**config.mk**
```make
export PLATFORM = sky130hd
export DESIGN_NAME = msr_unit
export DESIGN_NICKNAME = d
export VERILOG_FILES = /design/src/verilog/msr_pkg.sv /design/src/verilog/msr_access.sv /design/src/verilog/msr_psr.sv /design/src/verilog/exc_ctrl.sv /design/src/verilog/msr_unit.sv
export SDC_FILE = /design/constraint.sdc
export NUM_CORES = 1
export LEC_CHECK = 0
export BUFFER_PORTS_ARGS = -buffer_cell sky130_fd_sc_hd__buf_2
export CORE_MARGIN = 2
export CORE_UTILIZATION = 35
export DETAILED_ROUTE_END_ITERATION = 16
export PLACE_DENSITY = 0.62
export SLEW_MARGIN = 20
export SYNTH_ARGS = -nofsm -noshare
export SYNTH_HDL_FRONTEND = slang
export SYNTH_SLANG_ARGS = --single-unit
```
**constraint.sdc**
```tcl
create_clock -name clk -period 4.1 [get_ports clk]
set_clock_uncertainty 0.1 [all_clocks]
set_input_delay 0.205 -clock clk [delete_from_list [all_inputs] [get_ports clk]]
set_output_delay 0.205 -clock clk [all_outputs]
set_load 0.02 [all_outputs]
```
**src/verilog/msr_pkg.sv**
```systemverilog
/* MSR unit definitions
   Address map, PSR layout, CPUID fields and exception vectors */
package msr_pkg;

   localparam int DW         = 32;
   localparam int MSR_ADDR_W = 4;
   localparam int PSR_DW     = 10;

   // MSR address map with 6 to 15 unmapped
   localparam logic [MSR_ADDR_W-1:0] MSR_PSR    = 4'd0;
   localparam logic [MSR_ADDR_W-1:0] MSR_CPUID  = 4'd1;
   localparam logic [MSR_ADDR_W-1:0] MSR_EPSR   = 4'd2;
   localparam logic [MSR_ADDR_W-1:0] MSR_EPC    = 4'd3;
   localparam logic [MSR_ADDR_W-1:0] MSR_ELSA   = 4'd4;
   localparam logic [MSR_ADDR_W-1:0] MSR_COREID = 4'd5;

   // PSR flag positions
   localparam int PSR_CC   = 0;
   localparam int PSR_RM   = 4;
   localparam int PSR_IRE  = 5;
   localparam int PSR_IMME = 6;
   localparam int PSR_DMME = 7;

   // CPUID fields
   localparam logic [7:0] CPUID_VER   = 8'd1;
   localparam logic [9:0] CPUID_REV   = 10'd0;
   localparam logic       CPUID_FIMM  = 1'b1;
   localparam logic       CPUID_FDMM  = 1'b0;
   localparam logic       CPUID_FICA  = 1'b0;
   localparam logic       CPUID_FDCA  = 1'b0;
   localparam logic       CPUID_FDBG  = 1'b0;
   localparam logic       CPUID_FFPU  = 1'b0;
   localparam logic       CPUID_FIRQC = 1'b0;
   localparam logic       CPUID_FTSC  = 1'b0;

   // Version in the low byte and feature flags above the revision
   localparam logic [DW-1:0] CPUID_WORD = {6'b0,
                                           CPUID_FTSC, CPUID_FIRQC, CPUID_FFPU, CPUID_FDBG,
                                           CPUID_FDCA, CPUID_FICA, CPUID_FDMM, CPUID_FIMM,
                                           CPUID_REV, CPUID_VER};

   localparam logic [DW-1:0] COREID_WORD = '0;

   // Exception causes
   localparam int EXC_CAUSE_W = 3;
   localparam logic [EXC_CAUSE_W-1:0] EXC_SYSCALL = 3'd1;
   localparam logic [EXC_CAUSE_W-1:0] EXC_IRQ     = 3'd2;
   localparam logic [EXC_CAUSE_W-1:0] EXC_IPF     = 3'd3;
   localparam logic [EXC_CAUSE_W-1:0] EXC_DPF     = 3'd4;
   localparam logic [EXC_CAUSE_W-1:0] EXC_ILL     = 3'd5;

   // Vector = base + cause * stride
   localparam logic [DW-1:0] EXC_VECTOR_BASE   = 32'h0000_0100;
   localparam int            EXC_VECTOR_STRIDE = 16;

   // PSR layout inside a full MSR word
   typedef struct packed {
      logic [21:0] unused;
      logic [1:0]  rsv_hi;
      logic        dmme;
      logic        imme;
      logic        ire;
      logic        rm;
      logic [2:0]  rsv_lo;
      logic        cc;
   } psr_view_t;

   typedef union packed {
      logic [DW-1:0] raw;
      psr_view_t     psr;
   } msr_word_u;

endpackage

```
**src/verilog/msr_access.sv**
```systemverilog
/* MSR access port
   Write decode into per-register enables and the bypassed read mux */
`timescale 1ns/100ps

module msr_access import msr_pkg::*; (
   input  logic                  clk,
   input  logic                  rst_n,
   input  logic [MSR_ADDR_W-1:0] msr_addr,
   input  logic [DW-1:0]         msr_wdat,
   input  logic                  msr_we,
   output logic [DW-1:0]         msr_rdat,
   // ALU condition flag
   input  logic                  alu_cc_nxt,
   input  logic                  alu_cc_we,
   // Bypassed state from the PSR block
   input  logic [PSR_DW-1:0]     psr,
   input  logic [PSR_DW-1:0]     epsr,
   input  logic [DW-1:0]         epc,
   input  logic [DW-1:0]         elsa,
   // Per-register writes
   output logic                  cc_nxt,
   output logic                  cc_we,
   output logic                  rm_nxt,
   output logic                  rm_we,
   output logic                  ire_nxt,
   output logic                  ire_we,
   output logic                  imme_nxt,
   output logic                  imme_we,
   output logic                  dmme_nxt,
   output logic                  dmme_we,
   output logic [PSR_DW-1:0]     epsr_nxt,
   output logic                  epsr_we,
   output logic [DW-1:0]         epc_nxt,
   output logic                  epc_we,
   output logic [DW-1:0]         elsa_nxt,
   output logic                  elsa_we
);

   msr_word_u wr;
   logic      psr_sel;

   // Keep only the defined flags of a written PSR word
   function automatic logic [PSR_DW-1:0] psr_flags(input msr_word_u w);
      logic [PSR_DW-1:0] f;
      f           = '0;
      f[PSR_CC]   = w.psr.cc;
      f[PSR_RM]   = w.psr.rm;
      f[PSR_IRE]  = w.psr.ire;
      f[PSR_IMME] = w.psr.imme;
      f[PSR_DMME] = w.psr.dmme;
      return f;
   endfunction

   assign wr.raw  = msr_wdat;
   assign psr_sel = msr_we && (msr_addr == MSR_PSR);

   // mtmsr to PSR beats the ALU in the same cycle
   assign cc_we  = psr_sel | alu_cc_we;
   assign cc_nxt = psr_sel ? wr.psr.cc : alu_cc_nxt;

   assign rm_we    = psr_sel;
   assign rm_nxt   = wr.psr.rm;
   assign ire_we   = psr_sel;
   assign ire_nxt  = wr.psr.ire;
   assign imme_we  = psr_sel;
   assign imme_nxt = wr.psr.imme;
   assign dmme_we  = psr_sel;
   assign dmme_nxt = wr.psr.dmme;

   assign epsr_we  = msr_we && (msr_addr == MSR_EPSR);
   assign epsr_nxt = psr_flags(wr);
   assign epc_we   = msr_we && (msr_addr == MSR_EPC);
   assign epc_nxt  = msr_wdat;
   assign elsa_we  = msr_we && (msr_addr == MSR_ELSA);
   assign elsa_nxt = msr_wdat;

   // CPUID, COREID and unmapped reads are constants
   always_comb begin
      case (msr_addr)
         MSR_PSR:    msr_rdat = DW'(psr);
         MSR_CPUID:  msr_rdat = CPUID_WORD;
         MSR_EPSR:   msr_rdat = DW'(epsr);
         MSR_EPC:    msr_rdat = epc;
         MSR_ELSA:   msr_rdat = elsa;
         MSR_COREID: msr_rdat = COREID_WORD;
         default:    msr_rdat = '0;
      endcase
   end

   a_addr_known: assert property (@(posedge clk) disable iff (!rst_n)
      msr_we |-> !$isunknown(msr_addr));

endmodule

```
**src/verilog/msr_psr.sv**
```systemverilog
/* PSR flags, EPSR, EPC and ELSA registers
   Exception load and restore with same-cycle bypass on every output */
`timescale 1ns/100ps

module msr_psr import msr_pkg::*; (
   input  logic              clk,
   input  logic              rst_n,
   // Software and ALU writes
   input  logic              cc_nxt,
   input  logic              cc_we,
   input  logic              rm_nxt,
   input  logic              rm_we,
   input  logic              ire_nxt,
   input  logic              ire_we,
   input  logic              imme_nxt,
   input  logic              imme_we,
   input  logic              dmme_nxt,
   input  logic              dmme_we,
   input  logic [PSR_DW-1:0] epsr_nxt,
   input  logic              epsr_we,
   input  logic [DW-1:0]     epc_nxt,
   input  logic              epc_we,
   input  logic [DW-1:0]     elsa_nxt,
   input  logic              elsa_we,
   // Exception sequencer
   input  logic              exc_ent,
   input  logic              exc_ret,
   input  logic [DW-1:0]     ent_pc,
   input  logic [DW-1:0]     ent_lsa,
   // Bypassed state
   output logic [PSR_DW-1:0] psr,
   output logic [PSR_DW-1:0] psr_nold,
   output logic [PSR_DW-1:0] epsr,
   output logic [DW-1:0]     epc,
   output logic [DW-1:0]     elsa,
   output logic              psr_cc,
   output logic              psr_rm,
   output logic              psr_ire,
   output logic              psr_imme,
   output logic              psr_dmme
);

   logic              cc_r;
   logic              rm_r;
   logic              ire_r;
   logic              imme_r;
   logic              dmme_r;
   logic [PSR_DW-1:0] epsr_r;
   logic [DW-1:0]     epc_r;
   logic [DW-1:0]     elsa_r;

   logic              psr_ld;
   logic              cc_en, rm_en, ire_en, imme_en, dmme_en;
   logic              cc_d, rm_d, ire_d, imme_d, dmme_d;
   logic              cc_nold, rm_nold, ire_nold, imme_nold, dmme_nold;
   logic              epsr_en, epc_en, elsa_en;
   logic [PSR_DW-1:0] epsr_d;
   logic [DW-1:0]     epc_d;
   logic [DW-1:0]     elsa_d;

   // Entry and return both override a software write to the same flag
   assign psr_ld = exc_ent | exc_ret;

   // cc is kept on entry, so only a return loads it
   assign cc_en   = cc_we | exc_ret;
   assign rm_en   = rm_we | psr_ld;
   assign ire_en  = ire_we | psr_ld;
   assign imme_en = imme_we | psr_ld;
   assign dmme_en = dmme_we | psr_ld;

   // Entry sets supervisor mode with interrupts and both MMUs off
   assign cc_d   = exc_ret ? epsr[PSR_CC] : cc_nxt;
   assign rm_d   = exc_ent ? 1'b1 : (exc_ret ? epsr[PSR_RM] : rm_nxt);
   assign ire_d  = exc_ent ? 1'b0 : (exc_ret ? epsr[PSR_IRE] : ire_nxt);
   assign imme_d = exc_ent ? 1'b0 : (exc_ret ? epsr[PSR_IMME] : imme_nxt);
   assign dmme_d = exc_ent ? 1'b0 : (exc_ret ? epsr[PSR_DMME] : dmme_nxt);

   // Pre-entry view with software writes only
   assign cc_nold   = cc_we ? cc_nxt : cc_r;
   assign rm_nold   = rm_we ? rm_nxt : rm_r;
   assign ire_nold  = ire_we ? ire_nxt : ire_r;
   assign imme_nold = imme_we ? imme_nxt : imme_r;
   assign dmme_nold = dmme_we ? dmme_nxt : dmme_r;

   // Saved state wins over a software write in an entry cycle
   assign epsr_en = epsr_we | exc_ent;
   assign epc_en  = epc_we | exc_ent;
   assign elsa_en = elsa_we | exc_ent;
   assign epsr_d  = exc_ent ? psr_nold : epsr_nxt;
   assign epc_d   = exc_ent ? ent_pc : epc_nxt;
   assign elsa_d  = exc_ent ? ent_lsa : elsa_nxt;

   always_ff @(posedge clk or negedge rst_n) begin
      if (!rst_n) begin
         cc_r   <= 1'b0;
         rm_r   <= 1'b1;
         ire_r  <= 1'b0;
         imme_r <= 1'b0;
         dmme_r <= 1'b0;
      end else begin
         if (cc_en)
            cc_r <= cc_d;
         if (rm_en)
            rm_r <= rm_d;
         if (ire_en)
            ire_r <= ire_d;
         if (imme_en)
            imme_r <= imme_d;
         if (dmme_en)
            dmme_r <= dmme_d;
      end
   end

   always_ff @(posedge clk or negedge rst_n) begin
      if (!rst_n) begin
         epsr_r <= '0;
         epc_r  <= '0;
         elsa_r <= '0;
      end else begin
         if (epsr_en)
            epsr_r <= epsr_d;
         if (epc_en)
            epc_r <= epc_d;
         if (elsa_en)
            elsa_r <= elsa_d;
      end
   end

   // Bypass
   assign psr_cc   = cc_en ? cc_d : cc_r;
   assign psr_rm   = rm_en ? rm_d : rm_r;
   assign psr_ire  = ire_en ? ire_d : ire_r;
   assign psr_imme = imme_en ? imme_d : imme_r;
   assign psr_dmme = dmme_en ? dmme_d : dmme_r;

   assign epsr = epsr_en ? epsr_d : epsr_r;
   assign epc  = epc_en ? epc_d : epc_r;
   assign elsa = elsa_en ? elsa_d : elsa_r;

   // Reserved bits stay zero
   always_comb begin
      psr                = '0;
      psr[PSR_CC]        = psr_cc;
      psr[PSR_RM]        = psr_rm;
      psr[PSR_IRE]       = psr_ire;
      psr[PSR_IMME]      = psr_imme;
      psr[PSR_DMME]      = psr_dmme;
      psr_nold           = '0;
      psr_nold[PSR_CC]   = cc_nold;
      psr_nold[PSR_RM]   = rm_nold;
      psr_nold[PSR_IRE]  = ire_nold;
      psr_nold[PSR_IMME] = imme_nold;
      psr_nold[PSR_DMME] = dmme_nold;
   end

   // Sequencer priority keeps entry and return apart
   a_ent_ret_excl: assert property (@(posedge clk) disable iff (!rst_n)
      !(exc_ent && exc_ret));

endmodule

```
**src/verilog/exc_ctrl.sv**
```systemverilog
/* Exception sequencer
   Entry and return strobes, interrupt gating, vectors and fetch redirect */
`timescale 1ns/100ps

module exc_ctrl import msr_pkg::*; (
   input  logic                   clk,
   input  logic                   rst_n,
   // Exception request
   input  logic                   exc_valid,
   input  logic [EXC_CAUSE_W-1:0] exc_cause,
   input  logic [DW-1:0]          exc_pc,
   input  logic [DW-1:0]          exc_lsa,
   input  logic                   eret,
   input  logic                   irq,
   // State from the PSR block
   input  logic                   psr_ire,
   input  logic [DW-1:0]          epc,
   // Strobes and saved values to the PSR block
   output logic                   exc_ent,
   output logic                   exc_ret,
   output logic [DW-1:0]          ent_pc,
   output logic [DW-1:0]          ent_lsa,
   // Fetch redirect
   output logic                   redirect_valid,
   output logic [DW-1:0]          redirect_pc
);

   logic                   irq_take;
   logic [EXC_CAUSE_W-1:0] ent_cause;
   logic [DW-1:0]          vector;

   // A synchronous exception hides a pending interrupt this cycle
   assign irq_take = irq & psr_ire & ~exc_valid;

   // An accepted interrupt is an exception and beats eret
   assign exc_ent = exc_valid | irq_take;
   assign exc_ret = eret & ~exc_ent;

   assign ent_cause = exc_valid ? exc_cause : EXC_IRQ;
   assign ent_pc    = exc_pc;
   assign ent_lsa   = exc_valid ? exc_lsa : '0;

   assign vector = EXC_VECTOR_BASE + DW'(ent_cause) * DW'(EXC_VECTOR_STRIDE);

   // One-cycle redirect after each strobe
   always_ff @(posedge clk or negedge rst_n) begin
      if (!rst_n) begin
         redirect_valid <= 1'b0;
      end else begin
         redirect_valid <= exc_ent | exc_ret;
      end
   end

   // Return target is the EPC seen in the return cycle
   always_ff @(posedge clk) begin
      if (exc_ent | exc_ret) begin
         redirect_pc <= exc_ent ? vector : epc;
      end
   end

   // Only defined causes reach the vector table
   a_cause_valid: assert property (@(posedge clk) disable iff (!rst_n)
      exc_valid |-> (exc_cause >= EXC_SYSCALL && exc_cause <= EXC_ILL));

endmodule

```
**src/verilog/msr_unit.sv**
```systemverilog
/* MSR unit top level
   Joins the access port, the PSR registers and the exception sequencer */
`timescale 1ns/100ps

module msr_unit import msr_pkg::*; (
   input  logic                   clk,
   input  logic                   rst_n,
   // Software MSR access
   input  logic [MSR_ADDR_W-1:0]  msr_addr,
   input  logic [DW-1:0]          msr_wdat,
   input  logic                   msr_we,
   output logic [DW-1:0]          msr_rdat,
   // ALU condition flag
   input  logic                   alu_cc_nxt,
   input  logic                   alu_cc_we,
   // Exceptions
   input  logic                   exc_valid,
   input  logic [EXC_CAUSE_W-1:0] exc_cause,
   input  logic [DW-1:0]          exc_pc,
   input  logic [DW-1:0]          exc_lsa,
   input  logic                   eret,
   input  logic                   irq,
   // Fetch redirect
   output logic                   redirect_valid,
   output logic [DW-1:0]          redirect_pc,
   // Flags to the pipeline
   output logic                   psr_rm,
   output logic                   psr_ire,
   output logic                   psr_imme,
   output logic                   psr_dmme,
   output logic                   psr_cc
);

   logic              cc_nxt, cc_we, rm_nxt, rm_we, ire_nxt, ire_we;
   logic              imme_nxt, imme_we, dmme_nxt, dmme_we;
   logic [PSR_DW-1:0] epsr_nxt;
   logic              epsr_we;
   logic [DW-1:0]     epc_nxt;
   logic              epc_we;
   logic [DW-1:0]     elsa_nxt;
   logic              elsa_we;
   logic [PSR_DW-1:0] psr, psr_nold, epsr;
   logic [DW-1:0]     epc, elsa;
   logic              exc_ent, exc_ret;
   logic [DW-1:0]     ent_pc, ent_lsa;

   msr_access u_access (
      .clk, .rst_n, .msr_addr, .msr_wdat, .msr_we, .msr_rdat,
      .alu_cc_nxt, .alu_cc_we, .psr, .epsr, .epc, .elsa,
      .cc_nxt, .cc_we, .rm_nxt, .rm_we, .ire_nxt, .ire_we,
      .imme_nxt, .imme_we, .dmme_nxt, .dmme_we,
      .epsr_nxt, .epsr_we, .epc_nxt, .epc_we, .elsa_nxt, .elsa_we
   );

   msr_psr u_psr (
      .clk, .rst_n,
      .cc_nxt, .cc_we, .rm_nxt, .rm_we, .ire_nxt, .ire_we,
      .imme_nxt, .imme_we, .dmme_nxt, .dmme_we,
      .epsr_nxt, .epsr_we, .epc_nxt, .epc_we, .elsa_nxt, .elsa_we,
      .exc_ent, .exc_ret, .ent_pc, .ent_lsa,
      .psr, .psr_nold, .epsr, .epc, .elsa,
      .psr_cc, .psr_rm, .psr_ire, .psr_imme, .psr_dmme
   );

   // Interrupt gate uses the pre-entry ire because the bypassed one depends on exc_ent
   exc_ctrl u_exc (
      .clk, .rst_n, .exc_valid, .exc_cause, .exc_pc, .exc_lsa, .eret, .irq,
      .psr_ire        (psr_nold[PSR_IRE]),
      .epc, .exc_ent, .exc_ret, .ent_pc, .ent_lsa,
      .redirect_valid, .redirect_pc
   );

endmodule

```
Word-level counts from Yosys, hierarchy flattened
Cells that the tools add are included. Widths: inputs -> output; s select.

Flip-flop bits (word level): 112. Bits in latches: 0. RAM bits: 0. ROM bits: 0. Input port bits: 111. Output and inout bits: 70. Logic and storage cells: 63. Memories kept: 0.

Add/sub/neg operators: 1. $mul: 0. Divide/modulo/power cells: 0. Order comparisons: 0. Equality and inequality tests: 4. Shift-type cells: 0. Multiplexer cells: 30. Bitwise gates (word level): 13. Reductions and logical operators: 5.

Operator list (number): $mux 32 (6); $pmux 32 s5 (1); $mux 1 (20); $add 9x7->10 const A (1); $mux 10 (1); $eq 4x2->1 const B (2); $mux 8 (1); $or 1x1->1 (8); $eq 4x1->1 const B (1); $eq 4x3->1 const B (1); $logic_and 1x1->1 (4); $logic_not 4->1 (1); $and 1x1->1 (3); $mux 3 (1); $not 1->1 (2).

Logic depth before layout (Yosys ltp)
Gate-level depths: netlist of the first run.

Depth after elaboration: 12. Depth in mapped cells: 11.

By module
From an unflattened synthesis of the first run, not the netlist that was laid out.

Cell total of the unflattened synthesis: 663. Area, all modules: 6797.8 sq um.

By module, submodules not included: msr_psr (times used 1, cells an instance 356, area each 3813.7 sq um, seq. area each 1978.1 sq um); exc_ctrl (times used 1, cells an instance 145, area each 1746.7 sq um, seq. area each 985.9 sq um); msr_access (times used 1, cells an instance 162, area each 1237.4 sq um, seq. area each 0.0 sq um).

Least setup slack after synthesis of the first run
Ideal clock, no wire load.

Path kind: input-to-reg. Start: input port msr_addr[0]. End: register u_exc.redirect_pc[0] (enable). Arrival time: 2446 ps. Data required time: 3605 ps. Slack: 1159 ps. Stages on the path: 8. Path buffers: 4. Path through: buf_4 > nor4b_4 > a21oi_2 > or2_1 > buf_4 > buf_4 > buf_2 > nand2b_1.

Cells in the longest elaborated chain, start to end: 9.

Ends and longest elaborated chain: start: declaration (line msr_unit.sv:9) `input logic [MSR_ADDR_W-1:0] msr_addr,`; $logic_not 4->1 (*) (line msr_access.sv:55) `assign psr_sel = msr_we && (msr_addr == MSR_PSR);`; $logic_and 1x1->1 (*) (line msr_access.sv:55); $mux 1 (*) (line msr_psr.sv:81) `assign ire_nold = ire_we ? ire_nxt : ire_r;`; $and 1x1->1 (*) (2 in series) (line exc_ctrl.sv:33) `assign irq_take = irq & psr_ire & ~exc_valid;`; $or 1x1->1 (*) (line exc_ctrl.sv:36) `assign exc_ent = exc_valid | irq_take;`; $not 1->1 (line exc_ctrl.sv:37) `assign exc_ret = eret & ~exc_ent;`; $and 1x1->1 (line exc_ctrl.sv:37); $or 1x1->1 (*); net u_psr.psr_ld (line msr_psr.sv:52) `logic psr_ld;`; end signal: assignment (line exc_ctrl.sv:57) `redirect_pc <= exc_ent ? vector : epc;`; end: declaration (line exc_ctrl.sv:25) `output logic [DW-1:0] redirect_pc`.

Mark *: on every way through the listed nets, which the timed path passes. The rest lies on a longest branch. A chain may end at the register's enable or synchronous reset.

Worst setup path after layout of the first run
Start: input port msr_addr[0]. End: output port msr_rdat[11].

Cells in the longest elaborated chain, start to end: 9. Elaborated cells between the ends (all ways): 19. Classes of those cells: eq/ne: 4; mux: 6; bitwise: 5; reduce/logical: 4.

Ends and longest elaborated chain: $logic_not 4->1 (line msr_access.sv:55); $logic_and 1x1->1 (line msr_access.sv:55); $mux 1 (line msr_psr.sv:81); $and 1x1->1 (2 in series) (line exc_ctrl.sv:33); $or 1x1->1 (line exc_ctrl.sv:36); $mux 32 or $or 1x1->1 (tied branches) (line msr_psr.sv:91, msr_psr.sv:88); $mux 32 (*) (line msr_psr.sv:138) `assign elsa = elsa_en ? elsa_d : elsa_r;`; net elsa[11] (line msr_unit.sv:43) `logic [DW-1:0] epc, elsa;`; $pmux 32 s5 (*) (line msr_access.sv:79) `case (msr_addr)`; end: declaration (line msr_unit.sv:12) `output logic [DW-1:0] msr_rdat,`.

Marked as above.

==> flow_summary.ini, run 1 <==
[drt]
drt_iter0_markers = 307
dr.pass1.iters = 5
ant_nets = 0
via_count = 5132
drc = 0
wl_per_cell_um = 18.4
vias_per_cell = 5.34
wl_um = 17600

[synthesis]
synth-seq-cells = 112
yosysTopAreaCellShare_pct = 34.9
synth_top_area_cell = dfrtp_1
synth_cell_types = 53
syn_inst = 572
synth_warnings = 0
seq_area_frac_synth_pct = 52.4
syn-num-nets = 683
synth_edf_count = 32
synth.avg_cell_area_um2 = 9.89
synthArstFlopShare_pct = 71.4
syn_area_um2 = 5660
synth.area.top_cells = dfrtp_1 (35%), edfxtp_1 (17%), mux2i_1 (8.7%)
synth_ff_type = dfrtp_1

[clocking]
cts_buffers = 9
clkTransAtPathRegs_ns = 0.07
clk_latency_ns = 0.36
cts_root_buffer = clkbuf_16
cts_buffer_depth = 2
htreeDepth = 3
cts_resized = 0
cts_setup_buffers = 0
clock_sinks = 112
ctsHoldBuffers = 11
cts_tree = yes

[placement]
gp_congestion = 0.873
io_buffers = 180
pre_cts_ws_ns = 0.813
dp_hpwl_um = 12200

[flow_run]
maxCapViolCount = 0

[sta]
setup_ws_ns = 0.808
finalSetupViolations = 0
drv_slew = 0
hold_viol_final = 0
worst_slew_pin_slew_ns = 0.989
min_period_over_period_pct = 80.3
rsz0062_at_grt = no
relSlewSlack_pct = 34.0
fin_crit_ns = 3.29
fmax_ghz = 0.304
final.setup.tns_ns = 0

[global_route]
grt_pass1_wl_um = 28200
gr-total-overflow = 0
grt_pass1_vias = 5329
grt_max_degree = 81
antenna_found_initial = 1
grtUsageTotal_pct = 20.6

[setup_path]
slowest_delay_ns = 0.71
cp.arrival_ns = 2.99
end_kind = primary output
path_cells = buf_2 > or4b_1 > nor3_4 > or2_4 > buf_4 > o21ai_0 > a21oi_1 > a22o_1 > buf_2
crit_slowest_cell = or4b_1
crit_required_ns = 3.80
ff2ff_path_depth = 4
cp_max_fo = 34
worstSetupPathType = primary input to primary output
cp_common_cell = buf_2
start_kind = primary input

[die]
die-area_um2 = 17200
io_pins = 181
std_cell_rows = 46
core-area_um2 = 15800
start_util_pct = 35.8
die_w_um = 131
die_h_um = 131

[power_and_ir_drop]
max-vdd-ir-drop_mv = 0.219
power_density_nw_per_um2 = 397
p_leak_nw = 3.28

[status]
status = finished clean

[finish]
syn_to_final_growth_pct = 26.3
fin_nets = 850
drive_gt1_share_pct = 30.1

[hold_path]
hold_class = primary input to flop
whs_path_depth = 3
## final timing paths
kind                                                 from                                   to  slack, ns
min in group asynchronous                           rst_n                u_psr.ire_r$_DFF_PN0_       0.37
worst min-delay path                           exc_lsa[8]            u_psr.elsa_r[8]$_DFF_PN0_       0.02
worst min register to register  u_psr.epsr_r[1]$_DFF_PN0_            u_psr.epsr_r[1]$_DFF_PN0_       0.38
worst max register to register      u_psr.ire_r$_DFF_PN0_  u_exc.redirect_pc[20]$_SDFFCE_PN0P_       1.35
worst max-delay path                          msr_addr[0]                         msr_rdat[11]       0.81
max in group asynchronous                           rst_n           u_psr.elsa_r[25]$_DFF_PN0_       3.00
## stage by stage
| step | cells | total power, mW | area, um2 | util [%] | hold WS, ns |
|---|---|---|---|---|---|
| 5_1_grt | 961 | 2.97 | 7150 | 45.2 | 0.00958 |
| 3_3_place_gp | 933 | 1.88 | 6710 | 42.4 | 0.344 |
| 4_1_cts | 960 | 2.86 | 7140 | 45.1 | 0.000978 |
| 2_1_floorplan | 572 | 1.68 | 5660 | - | -0.191 |
| 6_report | 961 | 2.84 | 7150 | 45.2 | 0.0170 |
| 3_5_place_dp | 933 | 1.90 | 6710 | 42.4 | 0.353 |
## layout by cell type (no fill, tap or decap), types with 3 or more instances in the layout
cell and count:
a221o_1 6, nand2_1 52, a21oi_1 61, nand3_1 5, nor3_1 5, buf_2 179, o21ai_0 42, mux2i_1 49
edfxtp_1 32, nand2b_1 4, a22o_1 22, nor2b_1 3, dfrtp_1 79, inv_1 4, clkbuf_16 9, a21oi_2 3
o211ai_1 5, buf_4 9, a21o_1 6, nor2_1 87, and2_1 10, dlygate4sd3_1 11, o21a_1 4, a211oi_1 3
o21ai_1 3, a31oi_1 3, and3_1 3
## layer usage
layer	part of all wire (%)	vias to the layer above	track usage, %
met1	44	2510	27.0
met3	6.1	26	3.16
li1	-	2385	-
met4	2.1	0	7.91
met5	0	-	0
met2	48	211	34.5
## synthesized netlist by cell type, types with 6 or more instances
library cell   n
a21o_1         6
a21oi_1       61
a221o_1        6
a22o_1        22
and2_1        10
buf_2         12
buf_4          7
clkbuf_1      20
dfrtp_1       79
edfxtp_1      32
mux2i_1       49
nand2_1       52
nor2_1        88
o21ai_0       42
## where the power goes
group	switching [mW]	internal [mW]
Clock	0.423	0.536
Sequential	0.0379	1.28
Combinational	0.360	0.201
## cell families (layout without fill, tap and decap cells)
kind of cell	Yosys count	in the layout	share of synthesized area (%)
compound gates	176	176	19.5
buf+inv	49	221	4.38
flops	112	112	52.4
mux	51	51	9.06
other cells	0	1	0
simple gates	184	184	14.6
## worst max-delay path: cells and delay by family
| kind | cells | cell delay (ns) |
|---|---|---|
| AOI/OAI and AO/OA | 3 | 0.51 |
| buffers and inverters | 3 | 0.68 |
| and+or+nand+nor | 3 | 1.58 |
## registers in the layout, indices dropped and copies added, names as in the netlist
signal,cells
u_psr.elsa_r,32
u_psr.rm_r,1
u_exc.redirect_pc,32
u_psr.dmme_r,1
u_psr.epsr_r,10
u_psr.cc_r,1
u_psr.ire_r,1
u_exc.redirect_valid,1
u_psr.epc_r,32
u_psr.imme_r,1
## final cells by class
cell class | count | area (um2)
sequential | 112 | 2960
antenna | 1 | 2.50
multi-input combinational | 411 | 2470
timing repair buffer | 201 | 1100
clock buffer | 9 | 225
clock inverter | 7 | 93.8
inverter | 4 | 15.0
tap | 216 | 270
fill | 1528 | 8680
Power figures use the tool's default switching activity.
==> inputs of run 2 (changes only) <==
--- a/config.mk
+++ b/config.mk
@@ -5,11 +5,12 @@
 export SDC_FILE = /design/constraint.sdc
 export NUM_CORES = 1
 export LEC_CHECK = 0
+export ABC_AREA = 1
 export BUFFER_PORTS_ARGS = -buffer_cell sky130_fd_sc_hd__buf_2
 export CORE_MARGIN = 2
 export CORE_UTILIZATION = 35
 export DETAILED_ROUTE_END_ITERATION = 16
-export PLACE_DENSITY = 0.62
+export PLACE_DENSITY = 0.61
 export SLEW_MARGIN = 20
 export SYNTH_ARGS = -nofsm -noshare
 export SYNTH_HDL_FRONTEND = slang
==> constraint.sdc (replaced) <==
create_clock -name clk -period 3.4 [get_ports clk]
set_clock_uncertainty 0.1 [all_clocks]
set_input_delay 0.17 -clock clk [delete_from_list [all_inputs] [get_ports clk]]
set_output_delay 0.17 -clock clk [all_outputs]
set_load 0.02 [all_outputs]
==> run 2 against run 1 <==
Area after synthesis up 2.0%. Critical path type unchanged. Largest power group unchanged. Hold slack got worse by 0.0083 ns. Cell area increased by 2.1%. Synthesized cell count up 29%. Sequential power rose by 21%. Non-clock buffer count is 2 higher.
==> flow_summary.ini, run 2 <==
[global_route]
grt_pass1_wl_um = 28100
grt-busiest-layer = met2
grtUsageMet1_pct = 28.6
grt_max_degree = 70
antenna_found_initial = 0
grt_pass1_vias = 5295
grt_use_met2_pct = 33.2
grtUsageMet3_pct = 2.91
gr-total-overflow = 0
grtUsageTotal_pct = 20.4

[sta]
final.setup.tns_ns = 0
finalSetupViolations = 0
min_period_over_period_pct = 88.8
drv_slew = 0
rsz0062_at_grt = no
fmax_ghz = 0.331
hold_viol_final = 0
setup_ws_ns = 0.380
relSlewSlack_pct = 37.3
worst_slew_pin_slew_ns = 0.940
hold_slack_ns = 0.00875
fin_crit_ns = 3.02

[placement]
io_buffers = 180
gp_congestion = 0.863
dp_hpwl_um = 12300
pre_cts_ws_ns = 0.326

[power_and_ir_drop]
p_seq_share_pct = 47.1
combPwrFrac_pct = 21.4
switching_share_pct = 30.1
power_density_nw_per_um2 = 464
intPower_mw = 2.37
max-vdd-ir-drop_mv = 0.217
p_clk_share_pct = 31.4
power_mw = 3.39
p_leak_nw = 3.92
p_switching_mw = 1.02

[clocking]
cts_resized = 0
cts_buffer_depth = 2
cts_tree = yes
cts_root_buffer = clkbuf_16
cts_buffers = 9
clk_latency_ns = 0.35
clock_sinks = 112
clkTransAtPathRegs_ns = 0.08
htreeDepth = 3

[synthesis]
synth_most_common_cell = nand2_1
synth_edf_count = 32
syn_inst = 739
synthArstFlopShare_pct = 71.4
synth-seq-cells = 112
synth_ff_type = dfrtp_1
syn-num-nets = 850
synth.area.top_cells = dfrtp_1 (34%), edfxtp_1 (17%), nand2_1 (15%)
synth_top_area_cell = dfrtp_1
synthTopCellsByCount = nand2_1 (226), inv_1 (97), dfrtp_1 (79)
synth.avg_cell_area_um2 = 7.81
synth_cell_types = 36
syn_area_um2 = 5770
synth_warnings = 0
seq_area_frac_synth_pct = 51.4
yosysTopAreaCellShare_pct = 34.3

[finish]
ff_latch_area_um2 = 2960
reg.largest.list = u_exc.redirect_pc (32), u_psr.elsa_r (32), u_psr.epc_r (32)
fillers = 1674
final_common_cell = nand2_1
fin_nets = 1034
antenna_cells = 0
syn_to_final_growth_pct = 26.4
final_cell_mix = nand2_1 (226), buf_2 (179), inv_1 (97)
multiInputGateArea_um2 = 2260
drive_gt1_share_pct = 25.8

[hold_path]
hold_class = primary input to flop
min_to = u_psr.epc_r[8]$_DFF_PN0_
hp-start = exc_pc[8]
whs_path_depth = 3

[setup_path]
ff2ff_path_depth = 8
crit_required_ns = 3.13
worstSetupPathType = primary input to primary output
start_kind = primary input
r2r_end = u_psr.elsa_r[25]$_DFF_PN0_
r2r_start = u_psr.ire_r$_DFF_PN0_
cp_max_fo = 26
end_kind = primary output
reg2reg_slack_ns = 0.93
cp.arrival_ns = 2.75

[drt]
wl_per_cell_um = 15.7
via_count = 5422
wl_um = 18000
drc = 0
ant_nets = 0
dr.pass1.iters = 5
drt_iter0_markers = 428
vias_per_cell = 4.74

[die]
die-area_um2 = 17500
io_pins = 181
start_util_pct = 36.1
die_h_um = 132
std_cell_rows = 46
die_w_um = 132
core-area_um2 = 16000

[status]
status = finished clean

[flow_run]
maxCapViolCount = 0
[run 2: changes by cell type after synthesis, moves of 7 or more]
cell	previous run	this run
or2_0	0	7
nand3_1	5	48
nor2_1	88	64
mux2i_1	49	0
or2_2	2	10
a22o_1	22	0
inv_1	4	97
a21oi_1	61	6
o21ai_1	4	32
clkbuf_1	20	12
nand2_1	52	226
[run 2: critical path, cell delays in order]
cell and delay [ns]:
buf_2 0.12, nor2_4 0.15, nand3_1 0.28, nand2_2 0.20
nand3_4 0.13, nand2_4 0.30, inv_2 0.23, nand2_2 0.44
nand3_1 0.16, nand3_1 0.10, nand2_1 0.11, nor2_1 0.12
nand2_1 0.07, buf_2 0.15
[run 2: how the worst max path moves through the flow]
stage / start / to / depth (start not counted)
floorplan: msr_addr[3] / u_psr.dmme_r$_DFF_PN0_ / 11
global placement: msr_addr[1] / msr_rdat[4] / 14
detailed placement: msr_addr[1] / msr_rdat[4] / 14
CTS: u_psr.ire_r$_DFF_PN0_ / msr_rdat[4] / 12
global route: msr_addr[1] / msr_rdat[6] / 14
finish: msr_addr[3] / msr_rdat[4] / 14
[run 2: kinds of logic after synthesis]
family                 after synthesis  synth area share, %
AND/OR/NAND/NOR                    392                 29.7
flip-flops                         112                 51.4
buffers and inverters              135                 9.54
AO/OA/AOI/OAI                      100                 9.41
[run 2: power by group through the flow]
stage / Combinational (mW) / Sequential [mW] / Clock [mW]
after floorplan: 0.382 / 1.68 / 0
after global placement: 0.705 / 1.62 / 0
after detailed placement: 0.712 / 1.62 / 0
after CTS: 0.727 / 1.60 / 1.09
after global routing: 0.808 / 1.61 / 1.14
final: 0.725 / 1.60 / 1.06
[run 2: layer usage]
metal  up-vias  wire length (um)
met4         0               156
li1       2705                 -
met3         9              1000
met5         -                 0
met1      2535              8490
met2       173              8310
[run 2: area by class of cell]
cell class / instances / share of cell area [%]
clock inverters: 6 / 0.789
inverters: 104 / 5.35
multi-input cells: 493 / 31.0
repair buffers: 203 / 15.4
flip-flops and latches: 112 / 40.6
well taps: 216 / 3.70
clock buffers: 10 / 3.14
[run 2: repair_timing]
item	4_1_cts	5_1_grt
endpoints found under the hold margin	78	0
hold buffers	13	0
endpoints found under the setup margin	0	1
setup buffers	0	0
[run 2: through the flow]
step	area [um2]	util [%]	cells
after floorplan	5770	-	739
after global placement	6870	43.0	1114
after detailed placement	6870	43.0	1114
after CTS	7290	45.6	1143
after global routing	7300	45.6	1144
final	7300	45.6	1144
==> inputs of run 3 (changes only) <==
--- a/config.mk
+++ b/config.mk
@@ -7,10 +7,9 @@
 export LEC_CHECK = 0
 export ABC_AREA = 1
 export BUFFER_PORTS_ARGS = -buffer_cell sky130_fd_sc_hd__buf_2
-export CORE_MARGIN = 2
 export CORE_UTILIZATION = 35
 export DETAILED_ROUTE_END_ITERATION = 16
-export PLACE_DENSITY = 0.61
+export PLACE_DENSITY = 0.65
 export SLEW_MARGIN = 20
 export SYNTH_ARGS = -nofsm -noshare
 export SYNTH_HDL_FRONTEND = slang
==> run 3 against run 2 <==
Hold slack improved by 0.014 ns. Critical path depth shrank 2. Cell count grew 0.35%. Sequential share of layout area fell by 0.41 points. Global-route usage increased by 1.0 points. Largest cell class unchanged. Maximum frequency grew 4.8%. Die area is 3.0% lower. Cell area rose by 1.0%. Critical endpoint is now msr_rdat[5]. Power rose by 3.3%. Largest power group unchanged. Worst setup slack better by 0.14 ns. Critical path type is now flop to primary output.
==> flow_summary.ini, run 3 (synthesis gave the netlist of run 2 again) <==
[die]
die-area_um2 = 17000
std_cell_rows = 46
die_h_um = 130
io_pins = 181
die_w_um = 130
start_util_pct = 36.1
core-area_um2 = 16000

[sta]
hold_viol_final = 0
final.setup.tns_ns = 0
finalSetupViolations = 0
rsz0062_at_grt = no
fmax_ghz = 0.347
setup_ws_ns = 0.517
fin_crit_ns = 2.88
relSlewSlack_pct = 37.8
min_period_over_period_pct = 84.8
drv_slew = 0
worst_slew_pin_slew_ns = 0.933

[setup_path]
cp-startpoint = u_psr.ire_r$_DFF_PN0_
endpoint = msr_rdat[5]
worstSetupPathType = flop to primary output
cp_max_fo = 19
r2r_end = u_exc.redirect_pc[6]$_DFFE_PP_
cp.arrival_ns = 2.61
reg2reg_slack_ns = 1.03
r2r_start = u_psr.ire_r$_DFF_PN0_
end_kind = primary output
ff2ff_path_depth = 10
start_kind = flop
crit_required_ns = 3.13

[clocking]
cts_resized = 0
cts_root_buffer = clkbuf_16
cts_buffer_depth = 2
clock_sinks = 112
htreeDepth = 3
cts_tree = yes
clkTransAtPathRegs_ns = 0.08
cts_buffers = 9
cts_setup_buffers = 0
ctsHoldBuffers = 17
clk_latency_ns = 0.36

[global_route]
grt_pass1_wl_um = 27500
grtUsageMet3_pct = 4.32
grtUsageTotal_pct = 21.5
grt_max_degree = 69
gr-total-overflow = 0
antenna_found_initial = 0
grt_pass1_vias = 5336
grtUsageMet1_pct = 29.0
grt-busiest-layer = met2
grt_use_met2_pct = 35.7

[status]
status = finished clean

[finish]
final_core_util_pct = 46.1
fin_nets = 1038
final_cell_mix = nand2_1 (226), buf_2 (179), inv_1 (97)
drive_gt1_share_pct = 25.6
final_common_cell = nand2_1
reg.largest.list = u_exc.redirect_pc (32), u_psr.elsa_r (32), u_psr.epc_r (32)
antenna_cells = 0
syn_to_final_growth_pct = 27.7

[placement]
pre_cts_ws_ns = 0.531
io_buffers = 180
dp_hpwl_um = 12200
gp_congestion = 0.890

[power_and_ir_drop]
combPwrFrac_pct = 20.8
intPower_mw = 2.46
p_switching_mw = 1.04
max-vdd-ir-drop_mv = 0.249
power_mw = 3.50
switching_share_pct = 29.8
power_density_nw_per_um2 = 475
p_leak_nw = 3.95
p_clk_share_pct = 33.5
p_seq_share_pct = 45.7

[drt]
dr.pass1.iters = 5
wl_per_cell_um = 15.4
drt_iter0_markers = 326
wl_um = 17700
via_count = 5521
drc = 0
vias_per_cell = 4.81
ant_nets = 0

[flow_run]
maxCapViolCount = 0

[hold_path]
hold_class = primary input to flop
==> run 3: layer usage <==
layer  vias to the layer above  share of wire (%)
li1                       2706                  -
met1                      2600                 46
met2                       204                 47
met3                        11                6.6
met4                         0               0.71
met5                         -                  0
==> run 3: power groups by stage <==
stage                     registers [mW]  clock network, mW  logic [mW]
after floorplan                     1.68                  0       0.382
after global placement              1.62                  0       0.705
after detailed placement            1.63                  0       0.713
after CTS                           1.60               1.19       0.731
after global routing                1.62               1.23       0.816
final                               1.60               1.17       0.727
==> run 3: area by class of cell <==
| cell class | count | area [um2] |
|---|---|---|
| clock buffer | 10 | 229 |
| clock inverter | 6 | 91.3 |
| fill | 1670 | 8630 |
| inverter | 104 | 390 |
| multi-input combinational | 492 | 2260 |
| sequential | 112 | 2960 |
| tap | 216 | 270 |
| timing repair buffer | 208 | 1170 |
==> run 3: worst min path at each step <==
stage,start,endpoint,cells after the start
floorplan,rst_n,u_exc.redirect_valid$_DFF_PN0_,0
global placement,rst_n,u_psr.epc_r[20]$_DFF_PN0_,1
detailed placement,rst_n,u_psr.epc_r[17]$_DFF_PN0_,1
CTS,msr_wdat[27],u_psr.elsa_r[27]$_DFF_PN0_,3
global route,msr_wdat[27],u_psr.elsa_r[27]$_DFF_PN0_,3
finish,exc_lsa[2],u_psr.elsa_r[2]$_DFF_PN0_,5
==> run 3: critical path, cell delays in order, from the launching register on <==
cell and delay (ns):
dfrtp_1 0.36, inv_1 0.07, nand2_2 0.08, nand3_4 0.14, nand2_4 0.18, nor2_4 0.50
inv_2 0.26, nand3_1 0.16, nand3_1 0.12, nand2_1 0.11, nor2_1 0.04, nand2_1 0.06
buf_2 0.16
==> run 3: stage by stage <==
stage	instances	area [um2]	hold slack, ns
3_5_place_dp	1115	6880	0.274
6_report	1148	7370	0.0225
3_3_place_gp	1115	6880	0.276
4_1_cts	1148	7370	0.00108
5_1_grt	1148	7370	0.0237
2_1_floorplan	739	5770	-0.226
